[src/verilog/core_config.svh]
`ifndef CORE_CONFIG_SVH
`define CORE_CONFIG_SVH

// Data path and address width
`define XLEN        32

// Register file geometry
`define REG_ADDR_W  5
`define NUM_REGS    32

// First fetch address after reset
`define RESET_PC    32'h1c00_0000

// Opcode field inside the instruction word
`define OPC_MSB     31
`define OPC_LSB     26

`endif

[src/verilog/core_pkg.sv]
`include "core_config.svh"

package core_pkg;

    // Primary opcode, instr[31:26]
    typedef enum logic [`OPC_MSB-`OPC_LSB:0] {
        OPC_ADD   = 6'h01,
        OPC_SUB   = 6'h02,
        OPC_AND   = 6'h03,
        OPC_OR    = 6'h04,
        OPC_XOR   = 6'h05,
        OPC_SLT   = 6'h06,
        OPC_ADDI  = 6'h08,
        OPC_LU12I = 6'h0a,
        OPC_BEQ   = 6'h10,
        OPC_BNE   = 6'h11,
        OPC_B     = 6'h12,
        OPC_HALT  = 6'h3f
    } opcode_e;

    typedef enum logic [2:0] {
        ALU_ADD    = 3'd0,
        ALU_SUB    = 3'd1,
        ALU_AND    = 3'd2,
        ALU_OR     = 3'd3,
        ALU_XOR    = 3'd4,
        ALU_SLT    = 3'd5,
        ALU_PASS_B = 3'd6  // Operand b straight through
    } alu_op_e;

    typedef enum logic [1:0] {
        CTRL_BOOT = 2'd0,
        CTRL_RUN  = 2'd1,
        CTRL_HALT = 2'd2
    } ctrl_state_e;

endpackage

[src/verilog/pipe_ctrl.sv]
`timescale 1ns/1ns

module pipe_ctrl (
    input  logic clk,
    input  logic arst_n_i,

    input  logic branch_taken_i,  // From execute
    input  logic halt_seen_i,     // HALT in execute this cycle

    output logic fetch_en_o,
    output logic redirect_o,
    output logic dec_valid_o,
    output logic ex_valid_o,
    output logic halted_o
);

    core_pkg::ctrl_state_e state_q;
    logic dec_valid_q;
    logic ex_valid_q;
    logic flush;

    // Both a taken branch and a HALT kill the two younger slots
    assign flush = branch_taken_i | halt_seen_i;

    always_ff @(posedge clk or negedge arst_n_i) begin
        if (!arst_n_i) begin
            state_q     <= core_pkg::CTRL_BOOT;
            dec_valid_q <= 1'b0;
            ex_valid_q  <= 1'b0;
        end else begin
            case (state_q)
                core_pkg::CTRL_BOOT: state_q <= core_pkg::CTRL_RUN;
                core_pkg::CTRL_RUN: begin
                    if (halt_seen_i) begin
                        state_q <= core_pkg::CTRL_HALT;
                    end
                end
                core_pkg::CTRL_HALT: state_q <= core_pkg::CTRL_HALT;  // Until reset
                default: state_q <= core_pkg::CTRL_BOOT;
            endcase

            // A request this cycle means an instruction in decode next cycle
            dec_valid_q <= fetch_en_o & ~flush;
            ex_valid_q  <= dec_valid_q & ~flush;
        end
    end

    assign fetch_en_o  = (state_q == core_pkg::CTRL_RUN);
    assign redirect_o  = branch_taken_i;
    assign dec_valid_o = dec_valid_q;
    assign ex_valid_o  = ex_valid_q;
    assign halted_o    = (state_q == core_pkg::CTRL_HALT);

endmodule

[src/verilog/fetch_unit.sv]
`timescale 1ns/1ns
`include "core_config.svh"

module fetch_unit (
    input  logic             clk,
    input  logic             arst_n_i,

    input  logic             fetch_en_i,
    input  logic             redirect_i,
    input  logic [`XLEN-1:0] target_i,   // Branch target from execute

    output logic             imem_req_o,
    output logic [`XLEN-1:0] imem_addr_o,
    output logic [`XLEN-1:0] dec_pc_o    // PC of the word now on imem_rdata_i
);

    logic [`XLEN-1:0] pc_q;
    logic [`XLEN-1:0] dec_pc_q;

    always_ff @(posedge clk or negedge arst_n_i) begin
        if (!arst_n_i) begin
            pc_q <= `RESET_PC;
        end else if (redirect_i) begin
            pc_q <= target_i;
        end else if (fetch_en_i) begin
            pc_q <= pc_q + `XLEN'd4;
        end
    end

    // Memory answers one cycle later, so the PC follows it by one cycle
    always_ff @(posedge clk) begin
        if (fetch_en_i) begin
            dec_pc_q <= pc_q;
        end
    end

    assign imem_req_o  = fetch_en_i;
    assign imem_addr_o = pc_q;
    assign dec_pc_o    = dec_pc_q;

endmodule

[src/verilog/decode_stage.sv]
`timescale 1ns/1ns
`include "core_config.svh"

module decode_stage (
    input  logic                    clk,
    input  logic                    arst_n_i,

    input  logic                    valid_i,
    input  logic [`XLEN-1:0]        pc_i,
    input  logic [`XLEN-1:0]        instr_i,

    output logic [`REG_ADDR_W-1:0]  rs1_addr_o,
    output logic [`REG_ADDR_W-1:0]  rs2_addr_o,
    input  logic [`XLEN-1:0]        rs1_data_i,
    input  logic [`XLEN-1:0]        rs2_data_i,

    input  logic                    ex_valid_i,
    output logic [`XLEN-1:0]        ex_pc_o,
    output core_pkg::opcode_e       ex_op_o,
    output core_pkg::alu_op_e       ex_alu_op_o,
    output logic [`XLEN-1:0]        ex_a_o,
    output logic [`XLEN-1:0]        ex_b_o,
    output logic [`XLEN-1:0]        ex_cmp_o,     // Compared against ex_a_o by branches
    output logic [`XLEN-1:0]        ex_offset_o,
    output logic [`REG_ADDR_W-1:0]  ex_rd_o,
    output logic                    ex_wen_o
);

    core_pkg::opcode_e      opc;
    core_pkg::alu_op_e      alu_op;
    logic [`REG_ADDR_W-1:0] rd;
    logic [`REG_ADDR_W-1:0] rj;
    logic [`REG_ADDR_W-1:0] rk;
    logic [`XLEN-1:0]       opnd_b;
    logic [`XLEN-1:0]       br_offset;
    logic                   is_branch;
    logic                   wen;
    logic                   ex_wen_q;

    assign opc = core_pkg::opcode_e'(instr_i[`OPC_MSB:`OPC_LSB]);
    assign rd  = instr_i[4:0];
    assign rj  = instr_i[9:5];
    assign rk  = instr_i[14:10];

    assign is_branch  = opc inside {core_pkg::OPC_BEQ, core_pkg::OPC_BNE, core_pkg::OPC_B};
    assign rs1_addr_o = rj;
    assign rs2_addr_o = is_branch ? rd : rk;  // Branches compare rj with rd

    // offs16 scaled to a byte offset
    assign br_offset = {{(`XLEN-18){instr_i[25]}}, instr_i[25:10], 2'b00};

    always_comb begin
        alu_op = core_pkg::ALU_ADD;
        opnd_b = rs2_data_i;
        wen    = 1'b1;
        case (opc)
            core_pkg::OPC_ADD: alu_op = core_pkg::ALU_ADD;
            core_pkg::OPC_SUB: alu_op = core_pkg::ALU_SUB;
            core_pkg::OPC_AND: alu_op = core_pkg::ALU_AND;
            core_pkg::OPC_OR:  alu_op = core_pkg::ALU_OR;
            core_pkg::OPC_XOR: alu_op = core_pkg::ALU_XOR;
            core_pkg::OPC_SLT: alu_op = core_pkg::ALU_SLT;
            core_pkg::OPC_ADDI: begin
                opnd_b = {{(`XLEN-12){instr_i[21]}}, instr_i[21:10]};  // si12
            end
            core_pkg::OPC_LU12I: begin
                alu_op = core_pkg::ALU_PASS_B;
                opnd_b = {instr_i[24:5], 12'h000};
            end
            default: wen = 1'b0;  // Branches, HALT and unknown opcodes
        endcase
    end

    always_ff @(posedge clk or negedge arst_n_i) begin
        if (!arst_n_i) begin
            ex_wen_q <= 1'b0;
        end else begin
            ex_wen_q <= valid_i & wen & (rd != '0);
        end
    end

    always_ff @(posedge clk) begin
        if (valid_i) begin
            ex_pc_o     <= pc_i;
            ex_op_o     <= opc;
            ex_alu_op_o <= alu_op;
            ex_a_o      <= rs1_data_i;
            ex_b_o      <= opnd_b;
            ex_cmp_o    <= rs2_data_i;
            ex_offset_o <= br_offset;
            ex_rd_o     <= rd;
        end
    end

    // A squashed execute slot never claims a write
    assign ex_wen_o = ex_wen_q & ex_valid_i;

endmodule

[src/verilog/regfile.sv]
`timescale 1ns/1ns
`include "core_config.svh"

module regfile (
    input  logic                   clk,
    input  logic                   arst_n_i,

    input  logic [`REG_ADDR_W-1:0] raddr1_i,
    input  logic [`REG_ADDR_W-1:0] raddr2_i,
    output logic [`XLEN-1:0]       rdata1_o,
    output logic [`XLEN-1:0]       rdata2_o,

    input  logic                   we_i,
    input  logic [`REG_ADDR_W-1:0] waddr_i,
    input  logic [`XLEN-1:0]       wdata_i
);

    logic [`XLEN-1:0] regs [1:`NUM_REGS-1];  // r0 has no storage

    // Same-cycle write wins, so decode sees the result of execute
    function automatic logic [`XLEN-1:0] read_port(input logic [`REG_ADDR_W-1:0] addr);
        if (addr == '0) begin
            return '0;
        end else if (we_i && (waddr_i == addr)) begin
            return wdata_i;
        end
        return regs[addr];
    endfunction

    always_ff @(posedge clk or negedge arst_n_i) begin
        if (!arst_n_i) begin
            for (int i = 1; i < `NUM_REGS; i++) begin
                regs[i] <= '0;
            end
        end else if (we_i && (waddr_i != '0)) begin
            regs[waddr_i] <= wdata_i;
        end
    end

    assign rdata1_o = read_port(raddr1_i);
    assign rdata2_o = read_port(raddr2_i);

endmodule

[src/verilog/exec_unit.sv]
`timescale 1ns/1ns
`include "core_config.svh"

module exec_unit (
    input  logic                   clk,
    input  logic                   arst_n_i,

    input  logic                   valid_i,
    input  logic [`XLEN-1:0]       pc_i,
    input  core_pkg::opcode_e      op_i,
    input  core_pkg::alu_op_e      alu_op_i,
    input  logic [`XLEN-1:0]       a_i,
    input  logic [`XLEN-1:0]       b_i,
    input  logic [`XLEN-1:0]       cmp_i,
    input  logic [`XLEN-1:0]       offset_i,
    input  logic [`REG_ADDR_W-1:0] rd_i,
    input  logic                   wen_i,

    output logic                   rf_we_o,
    output logic [`REG_ADDR_W-1:0] rf_waddr_o,
    output logic [`XLEN-1:0]       rf_wdata_o,
    output logic                   branch_taken_o,
    output logic [`XLEN-1:0]       branch_target_o,
    output logic                   halt_seen_o,

    output logic                   debug_commit_valid_o,
    output logic [`XLEN-1:0]       debug_wb_pc_o,
    output logic [3:0]             debug_wb_rf_wen_o,
    output logic [`REG_ADDR_W-1:0] debug_wb_rf_wnum_o,
    output logic [`XLEN-1:0]       debug_wb_rf_wdata_o
);

    logic [`XLEN-1:0] alu_res;
    logic             br_cond;

    always_comb begin
        case (alu_op_i)
            core_pkg::ALU_SUB:    alu_res = a_i - b_i;
            core_pkg::ALU_AND:    alu_res = a_i & b_i;
            core_pkg::ALU_OR:     alu_res = a_i | b_i;
            core_pkg::ALU_XOR:    alu_res = a_i ^ b_i;
            core_pkg::ALU_SLT:    alu_res = {{(`XLEN-1){1'b0}}, $signed(a_i) < $signed(b_i)};
            core_pkg::ALU_PASS_B: alu_res = b_i;
            default:              alu_res = a_i + b_i;  // ADD and ADDI
        endcase
    end

    always_comb begin
        case (op_i)
            core_pkg::OPC_BEQ: br_cond = (a_i == cmp_i);
            core_pkg::OPC_BNE: br_cond = (a_i != cmp_i);
            core_pkg::OPC_B:   br_cond = 1'b1;
            default:           br_cond = 1'b0;
        endcase
    end

    assign branch_taken_o  = valid_i & br_cond;
    assign branch_target_o = pc_i + offset_i;  // Relative to the branch itself
    assign halt_seen_o     = valid_i & (op_i == core_pkg::OPC_HALT);

    assign rf_we_o    = valid_i & wen_i;
    assign rf_waddr_o = rd_i;
    assign rf_wdata_o = alu_res;

    // Commit record, one cycle behind execute
    always_ff @(posedge clk or negedge arst_n_i) begin
        if (!arst_n_i) begin
            debug_commit_valid_o <= 1'b0;
            debug_wb_rf_wen_o    <= 4'h0;
        end else begin
            debug_commit_valid_o <= valid_i;
            debug_wb_rf_wen_o    <= rf_we_o ? 4'hf : 4'h0;
        end
    end

    always_ff @(posedge clk) begin
        debug_wb_pc_o       <= pc_i;
        debug_wb_rf_wnum_o  <= rf_we_o ? rd_i : '0;
        debug_wb_rf_wdata_o <= rf_we_o ? alu_res : '0;
    end

endmodule

[src/verilog/core_top.sv]
`timescale 1ns/1ns
`include "core_config.svh"

module core_top (
    input  logic                   clk,
    input  logic                   arst_n_i,

    // Instruction memory
    output logic                   imem_req_o,
    output logic [`XLEN-1:0]       imem_addr_o,
    input  logic [`XLEN-1:0]       imem_rdata_i,

    // Retire trace
    output logic                   debug_commit_valid_o,
    output logic [`XLEN-1:0]       debug_wb_pc_o,
    output logic [3:0]             debug_wb_rf_wen_o,
    output logic [`REG_ADDR_W-1:0] debug_wb_rf_wnum_o,
    output logic [`XLEN-1:0]       debug_wb_rf_wdata_o,

    output logic                   halted_o
);

    logic                   fetch_en;
    logic                   redirect;
    logic                   dec_valid;
    logic                   ex_valid;
    logic                   branch_taken;
    logic                   halt_seen;
    logic [`XLEN-1:0]       branch_target;
    logic [`XLEN-1:0]       dec_pc;

    // Decode <-> register file
    logic [`REG_ADDR_W-1:0] rs1_addr;
    logic [`REG_ADDR_W-1:0] rs2_addr;
    logic [`XLEN-1:0]       rs1_data;
    logic [`XLEN-1:0]       rs2_data;

    // Decode -> execute
    logic [`XLEN-1:0]       ex_pc;
    core_pkg::opcode_e      ex_op;
    core_pkg::alu_op_e      ex_alu_op;
    logic [`XLEN-1:0]       ex_a;
    logic [`XLEN-1:0]       ex_b;
    logic [`XLEN-1:0]       ex_cmp;
    logic [`XLEN-1:0]       ex_offset;
    logic [`REG_ADDR_W-1:0] ex_rd;
    logic                   ex_wen;

    // Execute -> register file write port
    logic                   rf_we;
    logic [`REG_ADDR_W-1:0] rf_waddr;
    logic [`XLEN-1:0]       rf_wdata;

    pipe_ctrl u_pipe_ctrl (
        .clk            (clk),
        .arst_n_i       (arst_n_i),
        .branch_taken_i (branch_taken),
        .halt_seen_i    (halt_seen),
        .fetch_en_o     (fetch_en),
        .redirect_o     (redirect),
        .dec_valid_o    (dec_valid),
        .ex_valid_o     (ex_valid),
        .halted_o       (halted_o)
    );

    fetch_unit u_fetch_unit (
        .clk         (clk),
        .arst_n_i    (arst_n_i),
        .fetch_en_i  (fetch_en),
        .redirect_i  (redirect),
        .target_i    (branch_target),
        .imem_req_o  (imem_req_o),
        .imem_addr_o (imem_addr_o),
        .dec_pc_o    (dec_pc)
    );

    decode_stage u_decode_stage (
        .clk         (clk),
        .arst_n_i    (arst_n_i),
        .valid_i     (dec_valid),
        .pc_i        (dec_pc),
        .instr_i     (imem_rdata_i),
        .rs1_addr_o  (rs1_addr),
        .rs2_addr_o  (rs2_addr),
        .rs1_data_i  (rs1_data),
        .rs2_data_i  (rs2_data),
        .ex_valid_i  (ex_valid),
        .ex_pc_o     (ex_pc),
        .ex_op_o     (ex_op),
        .ex_alu_op_o (ex_alu_op),
        .ex_a_o      (ex_a),
        .ex_b_o      (ex_b),
        .ex_cmp_o    (ex_cmp),
        .ex_offset_o (ex_offset),
        .ex_rd_o     (ex_rd),
        .ex_wen_o    (ex_wen)
    );

    regfile u_regfile (
        .clk      (clk),
        .arst_n_i (arst_n_i),
        .raddr1_i (rs1_addr),
        .raddr2_i (rs2_addr),
        .rdata1_o (rs1_data),
        .rdata2_o (rs2_data),
        .we_i     (rf_we),
        .waddr_i  (rf_waddr),
        .wdata_i  (rf_wdata)
    );

    exec_unit u_exec_unit (
        .clk                  (clk),
        .arst_n_i             (arst_n_i),
        .valid_i              (ex_valid),
        .pc_i                 (ex_pc),
        .op_i                 (ex_op),
        .alu_op_i             (ex_alu_op),
        .a_i                  (ex_a),
        .b_i                  (ex_b),
        .cmp_i                (ex_cmp),
        .offset_i             (ex_offset),
        .rd_i                 (ex_rd),
        .wen_i                (ex_wen),
        .rf_we_o              (rf_we),
        .rf_waddr_o           (rf_waddr),
        .rf_wdata_o           (rf_wdata),
        .branch_taken_o       (branch_taken),
        .branch_target_o      (branch_target),
        .halt_seen_o          (halt_seen),
        .debug_commit_valid_o (debug_commit_valid_o),
        .debug_wb_pc_o        (debug_wb_pc_o),
        .debug_wb_rf_wen_o    (debug_wb_rf_wen_o),
        .debug_wb_rf_wnum_o   (debug_wb_rf_wnum_o),
        .debug_wb_rf_wdata_o  (debug_wb_rf_wdata_o)
    );

endmodule

[config.mk]
export PLATFORM = sky130hd
export DESIGN_NAME = core_top
export DESIGN_NICKNAME = d
export VERILOG_FILES = /design/src/verilog/core_pkg.sv /design/src/verilog/pipe_ctrl.sv /design/src/verilog/fetch_unit.sv /design/src/verilog/decode_stage.sv /design/src/verilog/regfile.sv /design/src/verilog/exec_unit.sv /design/src/verilog/core_top.sv
export VERILOG_INCLUDE_DIRS = /design/src /design/src/verilog
export SDC_FILE = /design/constraint.sdc
export NUM_CORES = 2
export LEC_CHECK = 0
export BUFFER_PORTS_ARGS = -buffer_cell sky130_fd_sc_hd__buf_2
export CAP_MARGIN = 20
export CORE_AREA = 2 2 475 525
export DETAILED_ROUTE_END_ITERATION = 7
export DIE_AREA = 0 0 477 527
export PLACE_DENSITY = 0.46
export SETUP_SLACK_MARGIN = 0.2
export SYNTH_ARGS = -nofsm -noshare
export SYNTH_HDL_FRONTEND = slang
export SYNTH_SLANG_ARGS = --single-unit
[constraint.sdc]
create_clock -name clk -period 6.7 [get_ports clk]
set_input_delay 1.34 -clock clk [delete_from_list [all_inputs] [get_ports clk]]
set_output_delay 1.34 -clock clk [all_outputs]
set_load 0.1 [all_outputs]
==> impl_metrics.tcl <==
set metrics [dict create \
    wl_per_cell_um 30.10 \
    end_kind "flip-flop" \
    ff2ff_path_depth 12 \
    initialDrtViolationCount 7339 \
    crit_slowest_cell "a2111oi_0" \
    cts-root-buf "clkbuf_16" \
    clock_latency_ns 0.87 \
    postRouteAntennaNets 0 \
    regToRegSetupSlack_ns 1.80 \
    crit_fanout 34 \
    area.growth.synth_to_final_pct 14.53 \
    fmaxAchievable_mhz 202.2 \
    min_path_cells 0 \
    grt_overflow 0 \
    dieArea_um2 251400 \
    final_cell_count_no_fill 10740 \
    io_pins 142 \
    place_area_um2 76040 \
    viasPerCell 5.675 \
    path_common_cell "buf_12" \
    p_int_w 0.01663 \
    hold_buffers 0 \
    final.setup.tns_ns 0 \
    p_comb_frac 0.345 \
    postSynthCellCount 7427 \
    ir_drop_v 0.0002775 \
    min_from "u_decode_stage.ex_pc_o[1]$_DFFE_PP_" \
    post-route-period-util 0.7381 \
    postCtsSetupBuffers 0 \
    clk_pin_slew_ns 0.06 \
    required_ns 7.27 \
    synth.distinct_cells 97 \
    cp_cell_sequence "buf_2 -> or4b_4 -> o21ai_4 -> buf_4 -> nand2_4 -> buf_12 -> buf_12 -> mux4_2 -> a2111oi_0 -> a22o_1 -> mux2_2 -> nor2_1" \
    async_reset_ff_frac 0.7992 \
    fp.coreArea_um2 246700 \
    synth-seq-cells 1290 \
    drv_cap 0 \
    final.min_clock_period_ns 4.946 \
    hold_viol 0 \
    vias 60930 \
    p_leak_nw 33.68 \
    grt_max_degree 166 \
    reg2reg_from "u_decode_stage.ex_b_o[0]$_DFFE_PP_" \
    hold_class "flip-flop to flip-flop" \
    arrival_ns 5.51 \
    seq_power_share 0.339 \
    relSlewSlack 0.1386 \
    clock_path_buffers 4 \
    yosysWarnings 0 \
    fin_nets 7475 \
    crit_buf_inv 4 \
    final_cell_area_um2 81400 \
    routed_wl_mm 323.2 \
    rows 192 \
    setup_viol 0 \
    p_sw_w 0.01185 \
    cts_tree "built" \
    worstSetupStartpointType "input port" \
    grt_pass1_vias 58210 \
    rsz0062_at_grt "no" \
    cts.sinks 1290 \
    cts_resized 0 \
    die_x_um 477 \
    dp_cells 10440 \
    die_h_um 527 \
    cts_made_buffers 161 \
    synth-edff-count 190 \
    syn_area_per_cell_um2 9.569 \
    rr_endpoint "u_exec_unit.debug_wb_rf_wdata_o[30]$_SDFF_PN0_" \
    synth_seq_area_share 0.4628 \
    utilization 0.3299 \
    drive_above_1_share 0.1572 \
    grt_pass1_wl_mm 456.2 \
    report.final.slew_viol_count 0 \
    worst_path_dominant_cell_family "compound AO/OA/AOI/OAI gates" \
    first_pass_iters 8 \
    holdWs_ns 0.3403 \
    whs_endpoint "u_exec_unit.debug_wb_pc_o[1]$_DFF_P_" \
    synth_area_um2 71070 \
    drc 0 \
    htreeDepth 4 \
    fin_skew_ns 0.05963 \
    antenna_found_initial 28 \
    numPortBuffers 141 \
    swShare 0.4161 \
    grt_usage 0.2508 \
    status "finished clean" \
    gp_congestion 0.9418 \
    tightest_slew_ns 1.292 \
    crit_type "input port to flip-flop" \
    power.density_nw_per_um2 349.9 \
    dp_hpwl_mm 205.1 \
    synth_ff_type "dfrtp_1" \
    slowest_delay_ns 0.70 \
    pwr-share-clk 0.316 \
    start_util 0.2881 \
    syn_nets 7593 \
    nFillCells 25250 \
]
-- power by group through the flow --
stage               logic [W]  clock network (W)  registers (W)
floorplan             0.00503                  0         0.0105
global placement      0.00963                  0        0.00977
detailed placement    0.00968                  0        0.00978
CTS                   0.00972            0.00918        0.00964
global route           0.0104            0.00947        0.00973
finish                0.00983            0.00899        0.00965
-- cells by family after synthesis --
kind of cell,share of synthesized area
adder cells (fa/ha/maj),0.02356
flip-flops,0.4628
XOR/XNOR,0.01257
multiplexers,0.1360
AND/OR/NAND/NOR,0.1475
buffers and inverters,0.04447
AO/OA/AOI/OAI,0.1732
-- cell usage after synthesis (42+ instances only) --
master	count	share of area
o22ai_1	53	0.0047
mux4_2	312	0.099
nor3_1	42	0.0030
inv_1	133	0.0070
xnor2_1	83	0.010
mux2i_1	108	0.015
mux2_2	124	0.020
a2111oi_0	59	0.0073
ha_1	129	0.023
clkbuf_1	503	0.027
nand4_1	43	0.0038
nand2_1	1867	0.099
a22o_1	44	0.0054
o21ai_0	1035	0.073
dfxtp_1	69	0.019
o21ai_1	43	0.0030
nor2_1	230	0.012
a211oi_1	78	0.0082
a31oi_1	87	0.0077
a21o_1	51	0.0054
a21oi_1	281	0.020
and3_1	85	0.0075
edfxtp_1	190	0.080
dfrtp_1	1028	0.36
buf_2	84	0.0059
nand3_1	127	0.0089
-- worst max path at each step --
stage,startpoint,to,slack (ns),cells after the start
6_report,imem_rdata_i[28],u_decode_stage.ex_cmp_o[2]$_DFFE_PP_,1.75,12
5_1_grt,u_decode_stage.ex_a_o[0]$_DFFE_PP_,u_exec_unit.debug_wb_rf_wdata_o[30]$_SDFF_PN0_,1.49,13
4_1_cts,u_decode_stage.ex_a_o[1]$_DFFE_PP_,u_exec_unit.debug_wb_rf_wdata_o[30]$_SDFF_PN0_,1.79,12
3_5_place_dp,imem_rdata_i[28],u_decode_stage.ex_cmp_o[6]$_DFFE_PP_,1.03,10
3_3_place_gp,imem_rdata_i[28],u_decode_stage.ex_cmp_o[6]$_DFFE_PP_,1.13,12
2_1_floorplan,u_pipe_ctrl.dec_valid_o$_DFF_PN0_,u_decode_stage.ex_wen_q$_DFF_PN0_,2.21,2
-- metal layers --
| layer | routed length [um] | GRT usage |
|---|---|---|
| met2 | 143400 | 0.3880 |
| met4 | 16960 | 0.1126 |
| met1 | 136800 | 0.3399 |
| met5 | 38 | 0 |
| met3 | 26030 | 0.04733 |
-- through the flow --
step           setup slack (ns)  power [W]
2_1_floorplan             2.208    0.01557
3_3_place_gp              1.132    0.01940
3_5_place_dp              1.026    0.01947
4_1_cts                   1.788    0.02854
5_1_grt                   1.486    0.02963
6_report                  1.755    0.02848
-- sequential cells by signal, indices dropped and copies added, names as in the netlist --
register,count
u_fetch_unit.imem_addr_o,32
u_decode_stage.ex_pc_o,32
u_decode_stage.ex_a_o,32
u_decode_stage.ex_wen_q,1
u_decode_stage.ex_cmp_o,32
u_decode_stage.ex_offset_o,16
u_pipe_ctrl.ex_valid_o,1
u_fetch_unit.dec_pc_o,32
u_exec_unit.debug_commit_valid_o,1
u_regfile.regs,992
u_exec_unit.debug_wb_rf_wnum_o,5
u_pipe_ctrl.state_q,2
u_exec_unit.debug_wb_pc_o,32
u_decode_stage.ex_alu_op_o,3
u_decode_stage.ex_rd_o,5
u_decode_stage.ex_op_o,6
u_exec_unit.debug_wb_rf_wen_o,1
u_exec_unit.debug_wb_rf_wdata_o,32
u_decode_stage.ex_b_o,32
u_pipe_ctrl.dec_valid_o,1
-- worst reg2reg max path: cells and delay by family (launching register included) --
family	cells	cell delay (ns)
AO/OA/AOI/OAI	7	2.79
adder cells (fa/ha/maj)	2	0.68
AND/OR/NAND/NOR	2	0.50
flip-flops	1	0.47
buffers and inverters	1	0.28
-- cell type report --
class                           count  area [um2]  share of cell area
Clock inverter                     69       752.0            0.009238
Clock buffer                      215        4524             0.05558
Tap cell                         3298        4126             0.05070
Multi-Input combinational cell   5354       35640              0.4378
Timing Repair Buffer              368        2935             0.03606
Inverter                          134       503.0            0.006179
Sequential cell                  1290       32890              0.4041
Antenna cell                        9       22.52           0.0002767
-- layout by cell type (no fill, tap or decap), types with 69 or more instances in the layout --
cell type,n
clkbuf_16,163
xnor2_1,83
buf_4,187
mux2_2,124
o21ai_0,1032
dfrtp_1,1027
inv_1,133
buf_2,137
ha_1,128
a211oi_1,76
a31oi_1,84
nor2_1,226
edfxtp_1,190
dfxtp_1,69
nand3_1,126
a21oi_1,276
mux4_2,312
mux2i_1,108
nand2_1,1833
and3_1,85
Note: power is estimated with default switching activity, not from simulation.
